## src/rtl/cache_settings.svh

```systemverilog
`ifndef CACHE_SETTINGS_SVH
`define CACHE_SETTINGS_SVH

// processor side address and data
`define CACHE_ADDR_W 32
`define CACHE_WORD_W 64
`define CACHE_STRB_W 8

// line is two words, 16 bytes
`define CACHE_WORDS_PER_LINE 2
`define CACHE_OFFSET_W 4

// 16 sets, tag is what is left of the address
`define CACHE_INDEX_W 4
`define CACHE_TAG_W 24
`define CACHE_WAYS 2

`endif

```

## src/rtl/cache_pkg.sv

```systemverilog
`include "cache_settings.svh"

package cache_pkg;

	typedef logic [`CACHE_ADDR_W-1:0] addr_t;
	typedef logic [`CACHE_WORD_W-1:0] word_t;
	typedef logic [`CACHE_STRB_W-1:0] strb_t;
	typedef logic [`CACHE_TAG_W-1:0] tag_t;
	typedef logic [`CACHE_INDEX_W-1:0] index_t;
	typedef logic [`CACHE_OFFSET_W-1:0] offset_t;
	typedef logic [$clog2(`CACHE_WAYS)-1:0] way_t;
	typedef logic [$clog2(`CACHE_WORDS_PER_LINE)-1:0] wsel_t;
	typedef word_t [`CACHE_WORDS_PER_LINE-1:0] cache_line_t;

	localparam int num_sets = 1 << `CACHE_INDEX_W;

	typedef enum logic {
		op_read = 1'b0,
		op_write = 1'b1
	} req_op_e;

	typedef enum logic [1:0] {
		lk_idle,
		lk_lookup,
		lk_wait_miss
	} lookup_state_e;

	typedef enum logic [1:0] {
		mh_idle,
		mh_write_back,
		mh_refill
	} miss_state_e;

	typedef struct packed {
		req_op_e op;
		tag_t tag;
		index_t index;
		offset_t offset;
		strb_t wstrb;
		word_t wdata;
	} cpu_req_t;

	typedef struct packed {
		logic valid;
		tag_t tag;
	} tag_entry_t;

	typedef struct packed {
		tag_entry_t tag;
		logic dirty;
		cache_line_t line;
	} way_read_t;

	typedef struct packed {
		logic en;
		way_t way;
		index_t index;
		wsel_t word;
		word_t data;
	} word_write_t;

	typedef struct packed {
		logic en;
		way_t way;
		index_t index;
		wsel_t word;
		word_t data;
		tag_entry_t tag;
		logic dirty;
	} fill_write_t;

	// write hit as seen by the store stage, old_data is the word before the write
	typedef struct packed {
		logic en;
		way_t way;
		index_t index;
		wsel_t word;
		strb_t wstrb;
		word_t wdata;
		word_t old_data;
	} hit_write_t;

	typedef struct packed {
		tag_t tag;
		index_t index;
		offset_t offset;
		req_op_e op;
		strb_t wstrb;
		word_t wdata;
		way_t victim_way;
		tag_entry_t victim_tag;
		logic victim_dirty;
		cache_line_t victim_line;
	} miss_info_t;

	typedef struct packed {
		logic valid;
		addr_t addr;
	} mem_rd_req_t;

	typedef struct packed {
		logic dvalid;
		logic dlast;
		word_t data;
	} mem_rd_resp_t;

	typedef struct packed {
		logic valid;
		addr_t addr;
		cache_line_t line;
	} mem_wr_req_t;

	// word within the line, the bits above the byte offset
	function automatic wsel_t word_of(offset_t offset);
		return offset[$clog2(`CACHE_STRB_W) +: $bits(wsel_t)];
	endfunction

	function automatic word_t merge_bytes(word_t old_word, word_t new_word, strb_t strb);
		word_t result;
		result = old_word;
		for (int i = 0; i < `CACHE_STRB_W; i++) begin
			if (strb[i]) begin
				result[i*8 +: 8] = new_word[i*8 +: 8];
			end
		end
		return result;
	endfunction

endpackage

```

## src/rtl/lookup_stage.sv

```systemverilog
`timescale 1ns/1ps
`include "cache_settings.svh"

module lookup_stage (
	input  logic                                  clk,
	input  logic                                  rst,
	input  logic                                  req_valid,
	input  cache_pkg::cpu_req_t                   req,
	output logic                                  addr_ok,
	output logic                                  data_ok,
	output cache_pkg::word_t                      rdata,
	output logic                                  rd_en,
	output cache_pkg::index_t                     rd_index,
	input  cache_pkg::way_read_t [`CACHE_WAYS-1:0] way_rd,
	input  logic                                  store_busy,
	output cache_pkg::hit_write_t                 hit_wr,
	output logic                                  miss_start,
	output cache_pkg::miss_info_t                 miss_info,
	input  logic                                  fill_done,
	input  cache_pkg::word_t                      fill_word
);

	import cache_pkg::*;

	lookup_state_e state_q;
	cpu_req_t req_q;
	way_t victim_q;
	way_t hit_way;
	way_t victim_way;
	wsel_t wsel;
	word_t hit_word;
	logic [`CACHE_WAYS-1:0] way_hit;
	logic accept;
	logic in_lookup;
	logic any_hit;

	// refill done frees the stage in the same cycle
	assign addr_ok = !store_busy
		&& (state_q == lk_idle || (state_q == lk_wait_miss && fill_done));
	assign accept = req_valid && addr_ok;
	assign rd_en = accept;
	assign rd_index = req.index;

	assign in_lookup = state_q == lk_lookup;
	assign wsel = word_of(req_q.offset);

	always_comb begin
		way_hit = '0;
		hit_way = '0;
		for (int w = 0; w < `CACHE_WAYS; w++) begin
			way_hit[w] = way_rd[w].tag.valid && way_rd[w].tag.tag == req_q.tag;
			if (way_hit[w]) begin
				hit_way = way_t'(w);
			end
		end
	end

	// lowest invalid way wins, else the rotating victim
	always_comb begin
		victim_way = victim_q;
		for (int w = `CACHE_WAYS - 1; w >= 0; w--) begin
			if (!way_rd[w].tag.valid) begin
				victim_way = way_t'(w);
			end
		end
	end

	assign any_hit = |way_hit;
	assign hit_word = way_rd[hit_way].line[wsel];

	// writes complete at lookup whether they hit or not
	assign data_ok = (in_lookup && (any_hit || req_q.op == op_write))
		|| (state_q == lk_wait_miss && fill_done && req_q.op == op_read);
	assign rdata = in_lookup ? hit_word : fill_word;

	always_comb begin
		hit_wr.en = in_lookup && any_hit && req_q.op == op_write;
		hit_wr.way = hit_way;
		hit_wr.index = req_q.index;
		hit_wr.word = wsel;
		hit_wr.wstrb = req_q.wstrb;
		hit_wr.wdata = req_q.wdata;
		hit_wr.old_data = hit_word;
	end

	assign miss_start = in_lookup && !any_hit;

	always_comb begin
		miss_info.tag = req_q.tag;
		miss_info.index = req_q.index;
		miss_info.offset = req_q.offset;
		miss_info.op = req_q.op;
		miss_info.wstrb = req_q.wstrb;
		miss_info.wdata = req_q.wdata;
		miss_info.victim_way = victim_way;
		miss_info.victim_tag = way_rd[victim_way].tag;
		miss_info.victim_dirty = way_rd[victim_way].dirty;
		miss_info.victim_line = way_rd[victim_way].line;
	end

	always_ff @(posedge clk) begin
		if (rst) begin
			state_q <= lk_idle;
			victim_q <= '0;
		end else begin
			case (state_q)
				lk_idle: begin
					if (accept) begin
						state_q <= lk_lookup;
					end
				end
				lk_lookup: begin
					state_q <= any_hit ? lk_idle : lk_wait_miss;
				end
				lk_wait_miss: begin
					if (fill_done) begin
						state_q <= accept ? lk_lookup : lk_idle;
					end
				end
				default: begin
					state_q <= lk_idle;
				end
			endcase
			if (miss_start) begin
				victim_q <= way_t'(victim_q + 1'b1);
			end
		end
	end

	always_ff @(posedge clk) begin
		if (accept) begin
			req_q <= req;
		end
	end

endmodule

```

## config.mk

```make
export PLATFORM = sky130hd
export DESIGN_NAME = lookup_stage
export DESIGN_NICKNAME = d
export VERILOG_FILES = /design/src/rtl/cache_pkg.sv /design/src/rtl/lookup_stage.sv
export VERILOG_INCLUDE_DIRS = /design/src /design/src/rtl
export SDC_FILE = /design/constraint.sdc
export NUM_CORES = 1
export LEC_CHECK = 0
export BUFFER_PORTS_ARGS = -buffer_cell sky130_fd_sc_hd__buf_2
export CAP_MARGIN = 15
export CORE_AREA = 2 2 377 379
export DETAILED_ROUTE_END_ITERATION = 16
export DIE_AREA = 0 0 379 381
export HOLD_SLACK_MARGIN = 0.08
export PLACE_DENSITY = 0.32
export SYNTH_ARGS = -nofsm -noshare
export SYNTH_HDL_FRONTEND = slang
export SYNTH_SLANG_ARGS = --single-unit
```

## constraint.sdc

```tcl
create_clock -name clk -period 4.7 [get_ports clk]
set_input_delay 0 -clock clk [delete_from_list [all_inputs] [get_ports clk]]
set_output_delay 0 -clock clk [all_outputs]
set_load 0.01 [all_outputs]
```

Word level (Yosys, flattened, before mapping)
Index checks and enable logic that the tools add are counted.

word-level totals
  flip-flop bits (word level) = 108
  bits of input ports = 482
  output and inout port bits = 475

cells by class
  reductions and logical operators = 18
  muxes and demuxes = 15
  bitwise gates (word level) = 1
  add/sub/neg operators = 1
  magnitude comparators = 3
  equal/unequal tests = 6

operators by type and width
  cell                 count
  $mux 154             2
  $mux 128             2
  $mux 64              3
  $eq 24x24->1         2
  $logic_and 1x1->1    10
  $lt 1x2->1 const B   3
  $mux 2               3
  $pmux 2 s3           1
  $mux 1               4
  $ne 2x2->1 const B   2
  $logic_or 1x1->1     3
  $eq 2x1->1 const B   1
  $eq 2x2->1 const B   1
  $logic_not 1->1      2
  $logic_not 2->1      1
  $reduce_and 2->1     1
  $reduce_or 2->1      1
  $add 1x1->1 const B  1
  $not 1->1            1

Longest topological paths before layout
Gate-level depths: netlist of the first run.

  word-level depth = 8
  gate-level depth with buffers = 9
  gate-level depth less buffers = 6

Least setup slack after synthesis of the first run
Ideal clock, no wire load.

  path kind = flip-flop to flip-flop
  from = register state_q[1]
  to = register req_q, in the netlist hit_wr[100] (enable)
  period minus slack after synthesis = 3.718 ns
  setup time = 0.480 ns
  slack = 0.982 ns
  stages on the path, launching flop included = 4
  arrival time = 3.239 ns
  path through = dfxtp_1 a21oi_1 nor2b_1 and2_1

between the ends
  longest elaborated chain between the ends = 5

RTL lines
  item                      RTL line             RTL
  start: declaration        lookup_stage.sv:25   lookup_state_e state_q;
  start signal: assignment  lookup_stage.sv:103  state_q <= lk_idle;
  start signal: assignment  lookup_stage.sv:109  state_q <= lk_lookup;
  start signal: assignment  lookup_stage.sv:113  state_q <= any_hit ? lk_idle : lk_wait_miss;
  $eq 2x2->1                lookup_stage.sv:39   && (state_q == lk_idle || (state_q == lk_wait_miss && fill_done));
  $logic_and 1x1->1         lookup_stage.sv:39
  $logic_or 1x1->1 *        lookup_stage.sv:39
  $logic_and 1x1->1 *       lookup_stage.sv:39
  named net addr_ok         lookup_stage.sv:9    output logic addr_ok,
  $logic_and 1x1->1 *       lookup_stage.sv:40   assign accept = req_valid && addr_ok;
  named net rd_en           lookup_stage.sv:12   output logic rd_en,
  end signal: assignment    lookup_stage.sv:132  req_q <= req;
  end: declaration          lookup_stage.sv:26   cpu_req_t req_q;

Mark *: on every way through the listed nets, which the timed path passes. The rest lies on a longest branch.
A chain may end at the register's enable or synchronous reset.

Worst setup path after layout of the first run
  from = register req_q, in the netlist miss_info[253]
  to = output port rdata[49]

between the ends
  longest elaborated chain between the ends = 8

RTL lines
  item                                          RTL line            RTL
  $eq 24x24->1                                  lookup_stage.sv:51  way_hit[w] = way_rd[w].tag.valid && way_rd[w].tag.tag == req_q.tag;
  $logic_and 1x1->1                             lookup_stage.sv:51
  $mux 1                                        lookup_stage.sv:52  if (way_hit[w]) begin
  $mux 128 (not written as such) (2 in series)  lookup_stage.sv:69  assign hit_word = way_rd[hit_way].line[wsel];
  $mux 64 (not written as such) (2 in series)   lookup_stage.sv:69
  $mux 64                                       lookup_stage.sv:74  assign rdata = in_lookup ? hit_word : fill_word;
  end: declaration                              lookup_stage.sv:11  output cache_pkg::word_t rdata,

Every way passes these cells. The select of a mux whose other input is x is not followed.

==> impl_results.md, run 1 <==
- Fin cells: slightly below 4k
- Slowest CP cell: and3_4
- Initial antenna violation count: 77
- Seq pwr share: between 30% and 40%
- Comb power frac: a little over two fifths
- Area growth from synthesis to layout: 84.5%
- P per Cell Area: roughly 210 nW/um2
- CTS buffer count: 9
- CTS tree: done
- Row count: 138
- Remaining DRCs: 0
- CTS root buf: clkbuf_16
- Leakage power figure: between 8 and 9 nW
- Port Buffers: ~960
- Final Hold Viols: 0
- Die Wd: about 380 um
- Final WL: 105000 um
- Largest net degree at the start of global routing: roughly 150
- RSZ-0062 raised after global routing: no
- Antenna violation net count after detailed routing: 0
- Clk sink count: 108
- Core area: between 100000 and 150000 um2
- P_int: about 2.1 mW
- Synthesis-stage register bit count: 108
- Switching Share: between 40% and 50%
- Setup Fix Bufs, Post-CTS: 0
- Layout Nets: 2499
- Switching Power: 1.52 mW
- I/O pin total: between 900 and 1k
- Hpwl dp: approximately 94000 um
- Sequential area share after synthesis: between 30% and 40%
- Kind of cell adding the most delay to the critical path: simple AND/OR/NAND/NOR gates
- Vias/cell: 3.05
- Relative slew margins: between 30% and 40%
- Syn Inst Count: between 1k and 1.5k
- Vias in the first global route: between 10k and 15k
- Clk pin slew, worst setup/hold paths: about 0.09 ns
- Min-Delay Path Class: input port to flip-flop
- Data required, critical path: 4.70 ns
- Syn avg cell area: 8.67 um2
- Hold endpoint: state_q[0]$_SDFFE_PP0P_
- Outcome: completed
- Initial DRC count: ~660
- Fmax: approximately 240 MHz
- CP bufs+invs: 2
- Skew-Pair Late Insertion Delay: between 0.4 and 0.5 ns
- Max-slew violations: 0
- Hold depth: 4
- Syn_nets: about 1.6k
- DIE AREA: around 140000 um2
- Most frequent cells in the layout: buf_2 (956), nand2_1 (464), mux2i_1 (192)
- Startpoint types: flip-flop
- Chip Height: around 380 um
- Worst-Margin Slew: 0.916 ns
- Setup Skew: between 0.03 and 0.04 ns
- Worst r2r src: miss_info[253]$_DFFE_PP_
- Cell Area, Synth: 9290 um2
- Worst path arrival time: approximately 4.2 ns
- Final setup fails: 0
- Grt total ovfl: 0
- Synth unique cells: 37
- Critical path type: flip-flop to output pin
- Max incr delay on CP: ~0.8 ns
- Synth warn: 0
- Reg2Reg Setup Slack: 1.06 ns
- Global-route wire length before repair: about 130000 um
- Placed Instances: about 3.8k
- Max FO, Critical Path: 25
- Gpl congestion: about 0.89
- Reg2reg path depth: 8
- 1st-pass router iterations: 7
- CP Capture Type: output pin
- Vias: between 10k and 15k
- Setup TNS Final: 0 ns
- RR Endpoint: state_q[1]$_SDFFE_PP0P_
- Starting Density: between 6 and 7%
- Tot GR Track Use: between 10 and 15%
- Final worst path period share: about 89%
- Final Critical Period: between 4 and 5 ns
- Worst vdd ir: roughly 0.18 mV
- H-tree lvl count: 3
- Clk pwr share: 25.6%
- WL/cell: 26.7 um
- CTS max path bufs: 2
- Min-delay src: fill_done
- Fraction of layout cells with a size suffix above 1: about 52%
- Max Cap Viol: 0
- Worst path cell trace: xnor2_1 > nand2_1 > nor4bb_1 > and3_4 > buf_12 > mux2i_1 > mux2_2 > buf_2
- Commonest non-fill, non-tap cell in the layout: buf_2
-- tightest hold or removal path, delay by kind of cell --
kind / cells / cell delay, ns
AO/OA/AOI/OAI: 1 / 0.16
buffers and inverters: 2 / 0.18
AND/OR/NAND/NOR: 1 / 0.18
-- area by class of cell --
| type | count | area [um2] |
|---|---|---|
| flip-flops and latches | 108 | 3210 |
| clock buffers | 9 | 225 |
| clock inverters | 7 | 83.8 |
| fillers | 16369 | 123000 |
| repair buffers | 1079 | 6040 |
| inverters | 3 | 16.3 |
| well taps | 1890 | 2360 |
| diodes | 12 | 30.0 |
| multi-input cells | 816 | 5160 |
-- per-layer routing --
layer / wire length [um] / vias up / track usage (%)
li1: - / 5432 / -
met1: 38900 / 5702 / 15.3
met2: 51300 / 690 / 24.6
met3: 12700 / 151 / 6.85
met4: 1780 / 6 / 1.44
met5: 41 / - / 0
-- synthesized netlist by cell type --
| library cell | n | area, um2 |
|---|---|---|
| nand2_1 | 464 | 1740 |
| mux2i_1 | 192 | 1920 |
| edfxtp_1 | 105 | 3150 |
| buf_4 | 86 | 646 |
| mux2_2 | 64 | 721 |
| clkbuf_1 | 48 | 180 |
| xnor2_1 | 24 | 210 |
| xor2_1 | 24 | 210 |
| nor4_1 | 9 | 56.3 |
| nand4_1 | 7 | 43.8 |
| buf_1 | 5 | 18.8 |
| buf_8 | 4 | 60.1 |
| nor3_1 | 4 | 20.0 |
| dfxtp_1 | 3 | 60.1 |
| nor2_1 | 3 | 11.3 |
| and2_1 | 2 | 12.5 |
| and3_1 | 2 | 12.5 |
| and4_1 | 2 | 17.5 |
| and4b_1 | 2 | 20.0 |
| inv_1 | 2 | 7.51 |
| nand2b_1 | 2 | 12.5 |
| nor2b_1 | 2 | 12.5 |
| nor4b_1 | 2 | 17.5 |
| a21oi_1 | 1 | 5.00 |
| a41oi_1 | 1 | 8.76 |
| and3b_1 | 1 | 8.76 |
| buf_12 | 1 | 20.0 |
| buf_2 | 1 | 5.00 |
| inv_2 | 1 | 3.75 |
| mux2_1 | 1 | 11.3 |
| nor3_2 | 1 | 10.0 |
| nor3b_1 | 1 | 7.51 |
| nor4bb_1 | 1 | 10.0 |
| o21ai_0 | 1 | 5.00 |
| o21ba_2 | 1 | 10.0 |
| o32ai_1 | 1 | 8.76 |
| or3b_2 | 1 | 8.76 |
-- worst max path at each step --
stage | startpoint | to | cells after the start
after floorplan | state_q[1]$_SDFFE_PP0P_ | hit_wr[100]$_DFFE_PP_ | 3
after global placement | miss_info[253]$_DFFE_PP_ | rdata[48] | 7
after detailed placement | miss_info[253]$_DFFE_PP_ | rdata[48] | 7
after CTS | miss_info[253]$_DFFE_PP_ | rdata[48] | 7
after global routing | miss_info[253]$_DFFE_PP_ | rdata[25] | 8
final | miss_info[253]$_DFFE_PP_ | rdata[49] | 8
-- state kept, by name, summed over array words and instances, names as in the netlist --
signal,cells
hit_wr,77
miss_info,28
state_q,2
victim_q,1
-- logic make-up after synthesis --
| logic type | synth area share (%) |
|---|---|
| mux | 28.6 |
| compound gates | 0.404 |
| xor+xnor | 4.53 |
| flops | 34.6 |
| simple gates | 21.8 |
| buf+inv | 10.1 |
-- through the flow --
stage	total power, mW	utilization, %	area, um2	hold WS [ns]	setup WS [ns]
floorplan	1.73	-	9290	0.0510	0.982
global placement	2.67	11.2	15700	0.177	0.642
detailed placement	2.66	11.2	15700	0.178	0.688
CTS	3.72	12.2	17100	0.111	0.154
global route	3.83	12.2	17100	0.158	0.287
finish	3.58	12.2	17100	0.150	0.520
-- what timing repair did --
action / 4_1_cts / 5_1_grt
gates resized for setup: 0 / 0
hold endpoints to repair: 118 / 0
hold buffers: 108 / 0
-- power groups by stage --
stage	clock, mW	sequential (mW)	combinational, mW
after floorplan	0	1.18	0.550
after global placement	0	1.16	1.51
after detailed placement	0	1.16	1.50
after CTS	0.999	1.14	1.58
after global routing	1.01	1.15	1.67
final	0.917	1.14	1.53
(Power assumes the default switching activity.)
==> inputs of run 2 (changes only) <==
--- a/config.mk
+++ b/config.mk
@@ -13,6 +13,7 @@
 export DIE_AREA = 0 0 379 381
 export HOLD_SLACK_MARGIN = 0.08
 export PLACE_DENSITY = 0.32
+export REMOVE_ABC_BUFFERS = 1
 export SYNTH_ARGS = -nofsm -noshare
 export SYNTH_HDL_FRONTEND = slang
 export SYNTH_SLANG_ARGS = --single-unit
==> impl_results.md, run 2 (synthesized netlist as in run 1, its figures left out) <==
- Fraction of layout cells with a size suffix above 1: 52.6% (+0.19 points)
- Max FO, Critical Path: 28 (+12%)
- 1st-pass router iterations: 5 (-2)
- Vias/cell: 3.07 (+0.63%)
- Row count: 138 (unchanged)
- Setup Skew: 0.00638 ns (-0.0272 ns)
- Clk pin slew, worst setup/hold paths: 0.09 ns (about the same)
- Max Cap Viol: 0 (unchanged)
- Setup Fix Bufs, Post-CTS: 0 (unchanged)
- Outcome: completed
- Worst-Margin Slew: 0.893 ns (-0.0232 ns)
- Core area: 141000 um2 (unchanged)
- Switching Share: 40.9% (-1.4 points)
- Area growth from synthesis to layout: 85.1%
- CP bufs+invs: 2 (unchanged)
- Final WL: 106000 um (+1.4%)
- Relative slew margins: 38.8% (+1.6 points)
- Critical path type: flip-flop to output pin
- H-tree lvl count: 3 (unchanged)
- CP startpoint: miss_info[244]$_DFFE_PP_
- CTS root buf: clkbuf_16
- Max incr delay on CP: 0.75 ns (-0.05 ns)
- Worst path arrival time: 3.95 ns (-0.23 ns)
- CTS max path bufs: 2 (unchanged)
- Largest net degree at the start of global routing: 92 (-40%)
- Startpoint types: flip-flop
- Data required, critical path: 4.70 ns (about the same)
- Slowest CP cell: and3_4
- Vias in the first global route: 11.9k (+0.084%)
- Fmax: 253 MHz (+5.8%)
- Gpl congestion: 0.977 (+9.2%)
- P per Cell Area: 202 nW/um2 (-3.2%)
- Post-route setup slack: 0.751 ns (+0.231 ns)
- Port Buffers: 956 (unchanged)
- DIE AREA: 144000 um2 (unchanged)
- Worst path cell trace: xor2_1 > nor4_1 > and4b_1 > and3_4 > buf_4 > mux2i_1 > mux2_2 > buf_2
- Skew-Pair Late Insertion Delay: 0.40 ns (-0.05 ns)
- CTS tree: done
- Leakage power figure: 8.26 nW (+0.35%)
- Initial antenna violation count: 107 (+39%)
- Remaining DRCs: 0 (unchanged)
- Kind of cell adding the most delay to the critical path: simple AND/OR/NAND/NOR gates
- Setup TNS Final: 0 ns (unchanged)
- Layout Nets: 2507 (+0.32%)
- Clk sink count: 108 (unchanged)
- Fin cells: 3939 (+0.38%)
- PnR Total Power: 3.48 mW (-2.8%)
- Max-slew violations: 0 (unchanged)
- Switching Power: 1.42 mW (-6.1%)
- Grt total ovfl: 0 (unchanged)
- I/O pin total: 957 (unchanged)
- Clk pwr share: 24.4% (-1.2 points)
- Final setup fails: 0 (unchanged)
- Commonest non-fill, non-tap cell in the layout: buf_2
- Min-Delay Path Class: input port to output pin
- Final worst path period share: 84.0% (-4.9 points)
- RSZ-0062 raised after global routing: no
- P_int: 2.06 mW (-0.46%)
- Global-route wire length before repair: 129000 um (+0.82%)
- Initial DRC count: 618 (-6.9%)
- Most frequent cells in the layout: buf_2 (956), nand2_1 (464), mux2i_1 (192)
- Starting Density: 6.61% (unchanged)
- Chip Height: 381 um (unchanged)
- Worst vdd ir: 0.228 mV (+23%)
- WL/cell: 27.0 um (+0.99%)
- CP Capture Type: output pin
- Pre-CTS setup slack: 0.954 ns (+0.266 ns)
- Final Util: 12.2% (+0.042 points)
- Hpwl dp: 96000 um (+2.3%)
- Final Critical Period: 3.95 ns (-0.231 ns)
- Worst r2r src: miss_info[244]$_DFFE_PP_
- Final Hold Viols: 0 (unchanged)
- CTS buffer count: 9 (unchanged)
- Antenna violation net count after detailed routing: 0 (unchanged)
- Seq pwr share: 32.9% (+1.1 points)
- Die Wd: 379 um (unchanged)
- Max reg flops: 77 (unchanged)
- Placed Instances: 3797 (+0.24%)
- Tot GR Track Use: 14.0% (+0.064 points)
- Min-delay src: store_busy
- Comb power frac: 42.7% (about the same)
- Vias: 12.1k (+1.0%)
[run 2: cell types whose count changed in the layout (fill, tap and decap cells not counted), sizes merged]
cell and delta:
buf +9, clkinvlp +1, diode +7, inv -2, dlygate4sd3 -1, clkinv +1
[run 2: power groups by stage]
stage                     Sequential, mW  Clock (mW)  Combinational, mW
after floorplan                     1.21           0              0.523
after global placement              1.17           0               1.45
after detailed placement            1.17           0               1.44
after CTS                           1.15       0.920               1.53
after global routing                1.15       0.925               1.62
final                               1.15       0.849               1.49
[run 2: timing repair]
action                    4_1_cts  5_1_grt
hold endpoints to repair      108        0
gates resized for setup         0        0
hold buffers                  107        0
[run 2: metal layers]
metal  track usage [%]  wire length (um)  vias to the layer above
met5                 0               140                        -
met1              15.8             40700                     5653
met3              6.41             12300                      185
li1                  -                 -                     5452
met2              23.9             50400                      792
met4              2.92              2610                       20
[run 2: layout make-up]
class | instances | area [um2]
antenna | 19 | 47.5
clock buffer | 9 | 225
clock inverter | 7 | 67.6
fill | 16485 | 123000
inverter | 3 | 16.3
multi-input combinational | 816 | 5160
sequential | 108 | 3210
tap | 1890 | 2360
timing repair buffer | 1087 | 6100
[run 2: stage by stage]
stage / hold WS (ns) / cell area, um2
4_1_cts: 0.233 / 17100
6_report: 0.255 / 17200
3_3_place_gp: 0.177 / 15800
3_5_place_dp: 0.178 / 15800
2_1_floorplan: 0 / 8360
5_1_grt: 0.262 / 17200
[run 2: worst reg2reg max path, stage by stage, from the launching register on]
cell	delay (ns)
edfxtp_1	0.49
xor2_1	0.24
nor4_1	0.33
and4b_1	0.35
and3_4	0.75
buf_4	0.51
nor3_2	0.18
o21ba_2	0.24
dlygate4sd3_1	0.54
[run 2: path summary, 6_finish.rpt]
path | slack, ns | end | cells after the start
setup reg to reg | 0.95 | state_q[1]$_SDFFE_PP0P_ | 8
hold reg to reg | 0.64 | victim_q$_SDFFE_PP0P_ | 2
setup / recovery | 0.75 | rdata[16] | 8
hold / removal | 0.25 | addr_ok | 3
==> inputs of run 3 (changes only) <==
--- a/config.mk
+++ b/config.mk
@@ -6,13 +6,14 @@
 export SDC_FILE = /design/constraint.sdc
 export NUM_CORES = 1
 export LEC_CHECK = 0
+export ABC_AREA = 1
 export BUFFER_PORTS_ARGS = -buffer_cell sky130_fd_sc_hd__buf_2
 export CAP_MARGIN = 15
-export CORE_AREA = 2 2 377 379
+export CORE_AREA = 2 2 368 370
 export DETAILED_ROUTE_END_ITERATION = 16
-export DIE_AREA = 0 0 379 381
+export DIE_AREA = 0 0 370 372
 export HOLD_SLACK_MARGIN = 0.08
-export PLACE_DENSITY = 0.32
+export PLACE_DENSITY = 0.34
 export REMOVE_ABC_BUFFERS = 1
 export SYNTH_ARGS = -nofsm -noshare
 export SYNTH_HDL_FRONTEND = slang
==> constraint.sdc (replaced) <==
create_clock -name clk -period 3.7 [get_ports clk]
set_input_delay 0 -clock clk [delete_from_list [all_inputs] [get_ports clk]]
set_output_delay 0 -clock clk [all_outputs]
set_load 0.01 [all_outputs]
==> impl_results.md, run 3 <==
- Outcome: completed
- Cts repair resizes: 0 (unchanged)
- Fraction of layout cells with a size suffix above 1: 44.2% (-8.3 points)
- Top-area cell type share of the netlist area: 30.1% (-3.9 points)
- Syn Inst Count: 1603 (+50%)
- Port Buffers: 956 (unchanged)
- Gpl congestion: 0.897 (-8.2%)
- Core area: 134000 um2 (-4.5%)
- Commonest non-fill, non-tap cell in the layout: buf_2
- Initial DRC count: 992 (+61%)
- Mux contribution to synthesized area: 0% (-29 points)
- Fin cells: 4317 (+9.6%)
- Simple-gate share of the synthesized area: 49.4% (+28 points)
- Setup Skew: 0.0163 ns (+0.00989 ns)
- Starting Density: 7.81% (+1.2 points)
- Tot GR Track Use: 15.7% (+1.7 points)
- Max reg flops: 77 (unchanged)
- CP startpoint: miss_info[256]$_DFFE_PP_
- Main synth FF type: edfxtp_1
- Setup TNS Final: 0 ns (unchanged)
- Clk pin slew, worst setup/hold paths: 0.10 ns (about the same)
- Area growth from synthesis to layout: 72.3%
- Startpoint types: flip-flop
- Largest net degree at the start of global routing: 98 (+6.5%)
- Sequential area share after synthesis: 30.6% (-3.9 points)
- Final Hold Viols: 0 (unchanged)
- Final WL: 114000 um (+7.2%)
- Max Cap Viol: 0 (unchanged)
- Die Wd: 370 um (-2.4%)
- P per Cell Area: 243 nW/um2 (+20%)
- Final Critical Period: around 3.3 ns
- Data required, critical path: 3.70 ns (-1.00 ns)
- Largest family of logic cells by synthesized area: simple AND/OR/NAND/NOR gates
- Relative slew margins: 38.4% (-0.35 points)
- DIE AREA: 138000 um2 (-4.7%)
- WL/cell: 26.4 um (-2.2%)
- CTS tree: done
- Worst-Margin Slew: 0.924 ns (+0.0307 ns)
- CTS buffer count: 9 (unchanged)
- Antenna violation net count after detailed routing: 0 (unchanged)
- CTS max path bufs: 2 (unchanged)
- Remaining DRCs: 0 (unchanged)
- Post-Synth XOR/XNOR Area: 1.00% (-3.5 points)
- Worst r2r src: miss_info[256]$_DFFE_PP_
- Chip Height: 372 um (-2.4%)
- CTS root buf: clkbuf_16
- Max FO, Critical Path: 38 (+36%)
- Ys async rst share: 0% (unchanged)
- Most frequent cells in the layout: buf_2 (956), nand2_1 (717), nand3_1 (213)
- Initial antenna violation count: 104 (-2.8%)
- Clk sink count: 108 (unchanged)
- Vias/cell: 3.49 (+14%)
- Compound-gate portion of the synthesized area: 4.88% (+4.5 points)
- H-tree lvl count: 3 (unchanged)
- Area contributors post-synth: edfxtp_1 (30%), nand2_1 (26%), nand3_1 (10%)
- Hpwl dp: 95900 um (about the same)
- I/O pin total: 957 (unchanged)
- Worst path arrival time: 3.32 ns (-0.63 ns)
- Syn avg cell area: 6.54 um2 (-25%)
- Post-synth top area cell: edfxtp_1
- Min-delay src: store_busy
- CP Capture Type: output pin
- Post-synthesis adder-cell area fraction: 0% (unchanged)
- Post-synth EDFFs: 105 (unchanged)
- Global-route wire length before repair: 142000 um (+9.9%)
- Vias: 15.1k (+25%)
- RSZ-0062 raised after global routing: no
- Skew-Pair Late Insertion Delay: 0.41 ns (about the same)
- Min-Delay Path Class: input port to flip-flop
- Worst vdd ir: 0.181 mV (-20%)
- Fmax: 302 MHz
- Max-slew violations: 0 (unchanged)
- Vias in the first global route: 14.3k (+20%)
- Row count: 135 (-2.2%)
- Layout Nets: 3003 (+20%)
- Placed Instances: 4182 (+10%)
- 1st-pass router iterations: 7 (+2)
- Grt total ovfl: 0 (unchanged)
- Cell Area, Synth: 10500 um2 (+13%)
- Most frequent cell after synthesis: nand2_1
- Final worst path period share: between 80% and 90%
- Leakage power figure: 8.96 nW (+8.4%)
- Synth warn: 0 (unchanged)
- Most common library cells after synthesis: nand2_1 (719), nand3_1 (213), edfxtp_1 (105)
- Final setup fails: 0 (unchanged)
- Synthesis-stage register bit count: 108 (unchanged)
- Critical path type: flip-flop to output pin
- Synth unique cells: 31 (-16%)
- Fill count: 15.7k (-4.5%)
==> run 3: power breakdown <==
group          total [mW]  internal (mW)  switching, mW
clock                1.07          0.476          0.598
combinational        1.86          0.693           1.16
sequential           1.45           1.41         0.0449
total                4.38           2.58           1.81
==> run 3: cells by family (layout without fill, tap and decap cells) <==
kind of cell           count (synthesis)  count (layout)
buffers and inverters                246            1169
AO/OA/AOI/OAI                        100             100
flip-flops                           108             108
AND/OR/NAND/NOR                     1137            1137
XOR/XNOR                              12              12
other                                  0              10
==> run 3: worst paths after layout <==
check | end | slack, ns | cells after the start
min reg2reg | victim_q$_SDFFE_PP0P_ | 0.55 | 3
max | rdata[35] | 0.38 | 12
min | miss_info[230]$_DFFE_PP_ | 0.25 | 4
max reg2reg | state_q[1]$_SDFFE_PP0P_ | 0.52 | 10
==> run 3: layout make-up <==
| cell class | count | area (um2) | share of cell area (%) |
|---|---|---|---|
| sequential | 108 | 3210 | 17.8 |
| inverter | 62 | 248 | 1.37 |
| multi-input combinational | 1249 | 5850 | 32.4 |
| clock buffer | 9 | 225 | 1.25 |
| tap | 1781 | 2230 | 12.3 |
| clock inverter | 7 | 66.3 | 0.367 |
| antenna | 10 | 25.0 | 0.139 |
| timing repair buffer | 1091 | 6210 | 34.4 |
==> run 3: what timing repair did <==
item | 4_1_cts | 5_1_grt
endpoints found under the hold margin | 108 | 0
hold buffers | 109 | 0
buffers inserted | 0 | 0
==> run 3: worst max-delay path: stages, from the launching register on <==
cell and delay [ns]:
edfxtp_1 0.49, nand2_1 0.11, nand2_1 0.07, nor2_2 0.41
nand3_1 0.19, nor2_4 0.25, nand2_4 0.39, buf_12 0.35
nand2_1 0.10, nand3_2 0.06, nand3_1 0.22, nand2_1 0.08
buf_2 0.14
==> run 3: layer usage <==
metal / share of wire [%] / vias up / track usage (%)
met5: 0.18 / - / 0
met4: 2.5 / 30 / 2.93
met3: 11 / 208 / 6.64
met2: 48 / 918 / 27.2
met1: 38 / 7001 / 17.9
li1: - / 6913 / -
==> run 3: per-stage QoR <==
stage | power, mW | worst slack [ns] | util (%) | hold slack (ns) | instance area (um2)
detailed placement | 3.26 | 0.554 | 12.4 | 0.178 | 16700
global placement | 3.27 | 0.545 | 12.4 | 0.177 | 16700
global route | 4.66 | 0.0407 | 13.4 | 0.261 | 18100
finish | 4.38 | 0.384 | 13.5 | 0.246 | 18100
CTS | 4.50 | 0.0437 | 13.4 | 0.230 | 18000
floorplan | 2.13 | -1.73 | - | 0 | 9250
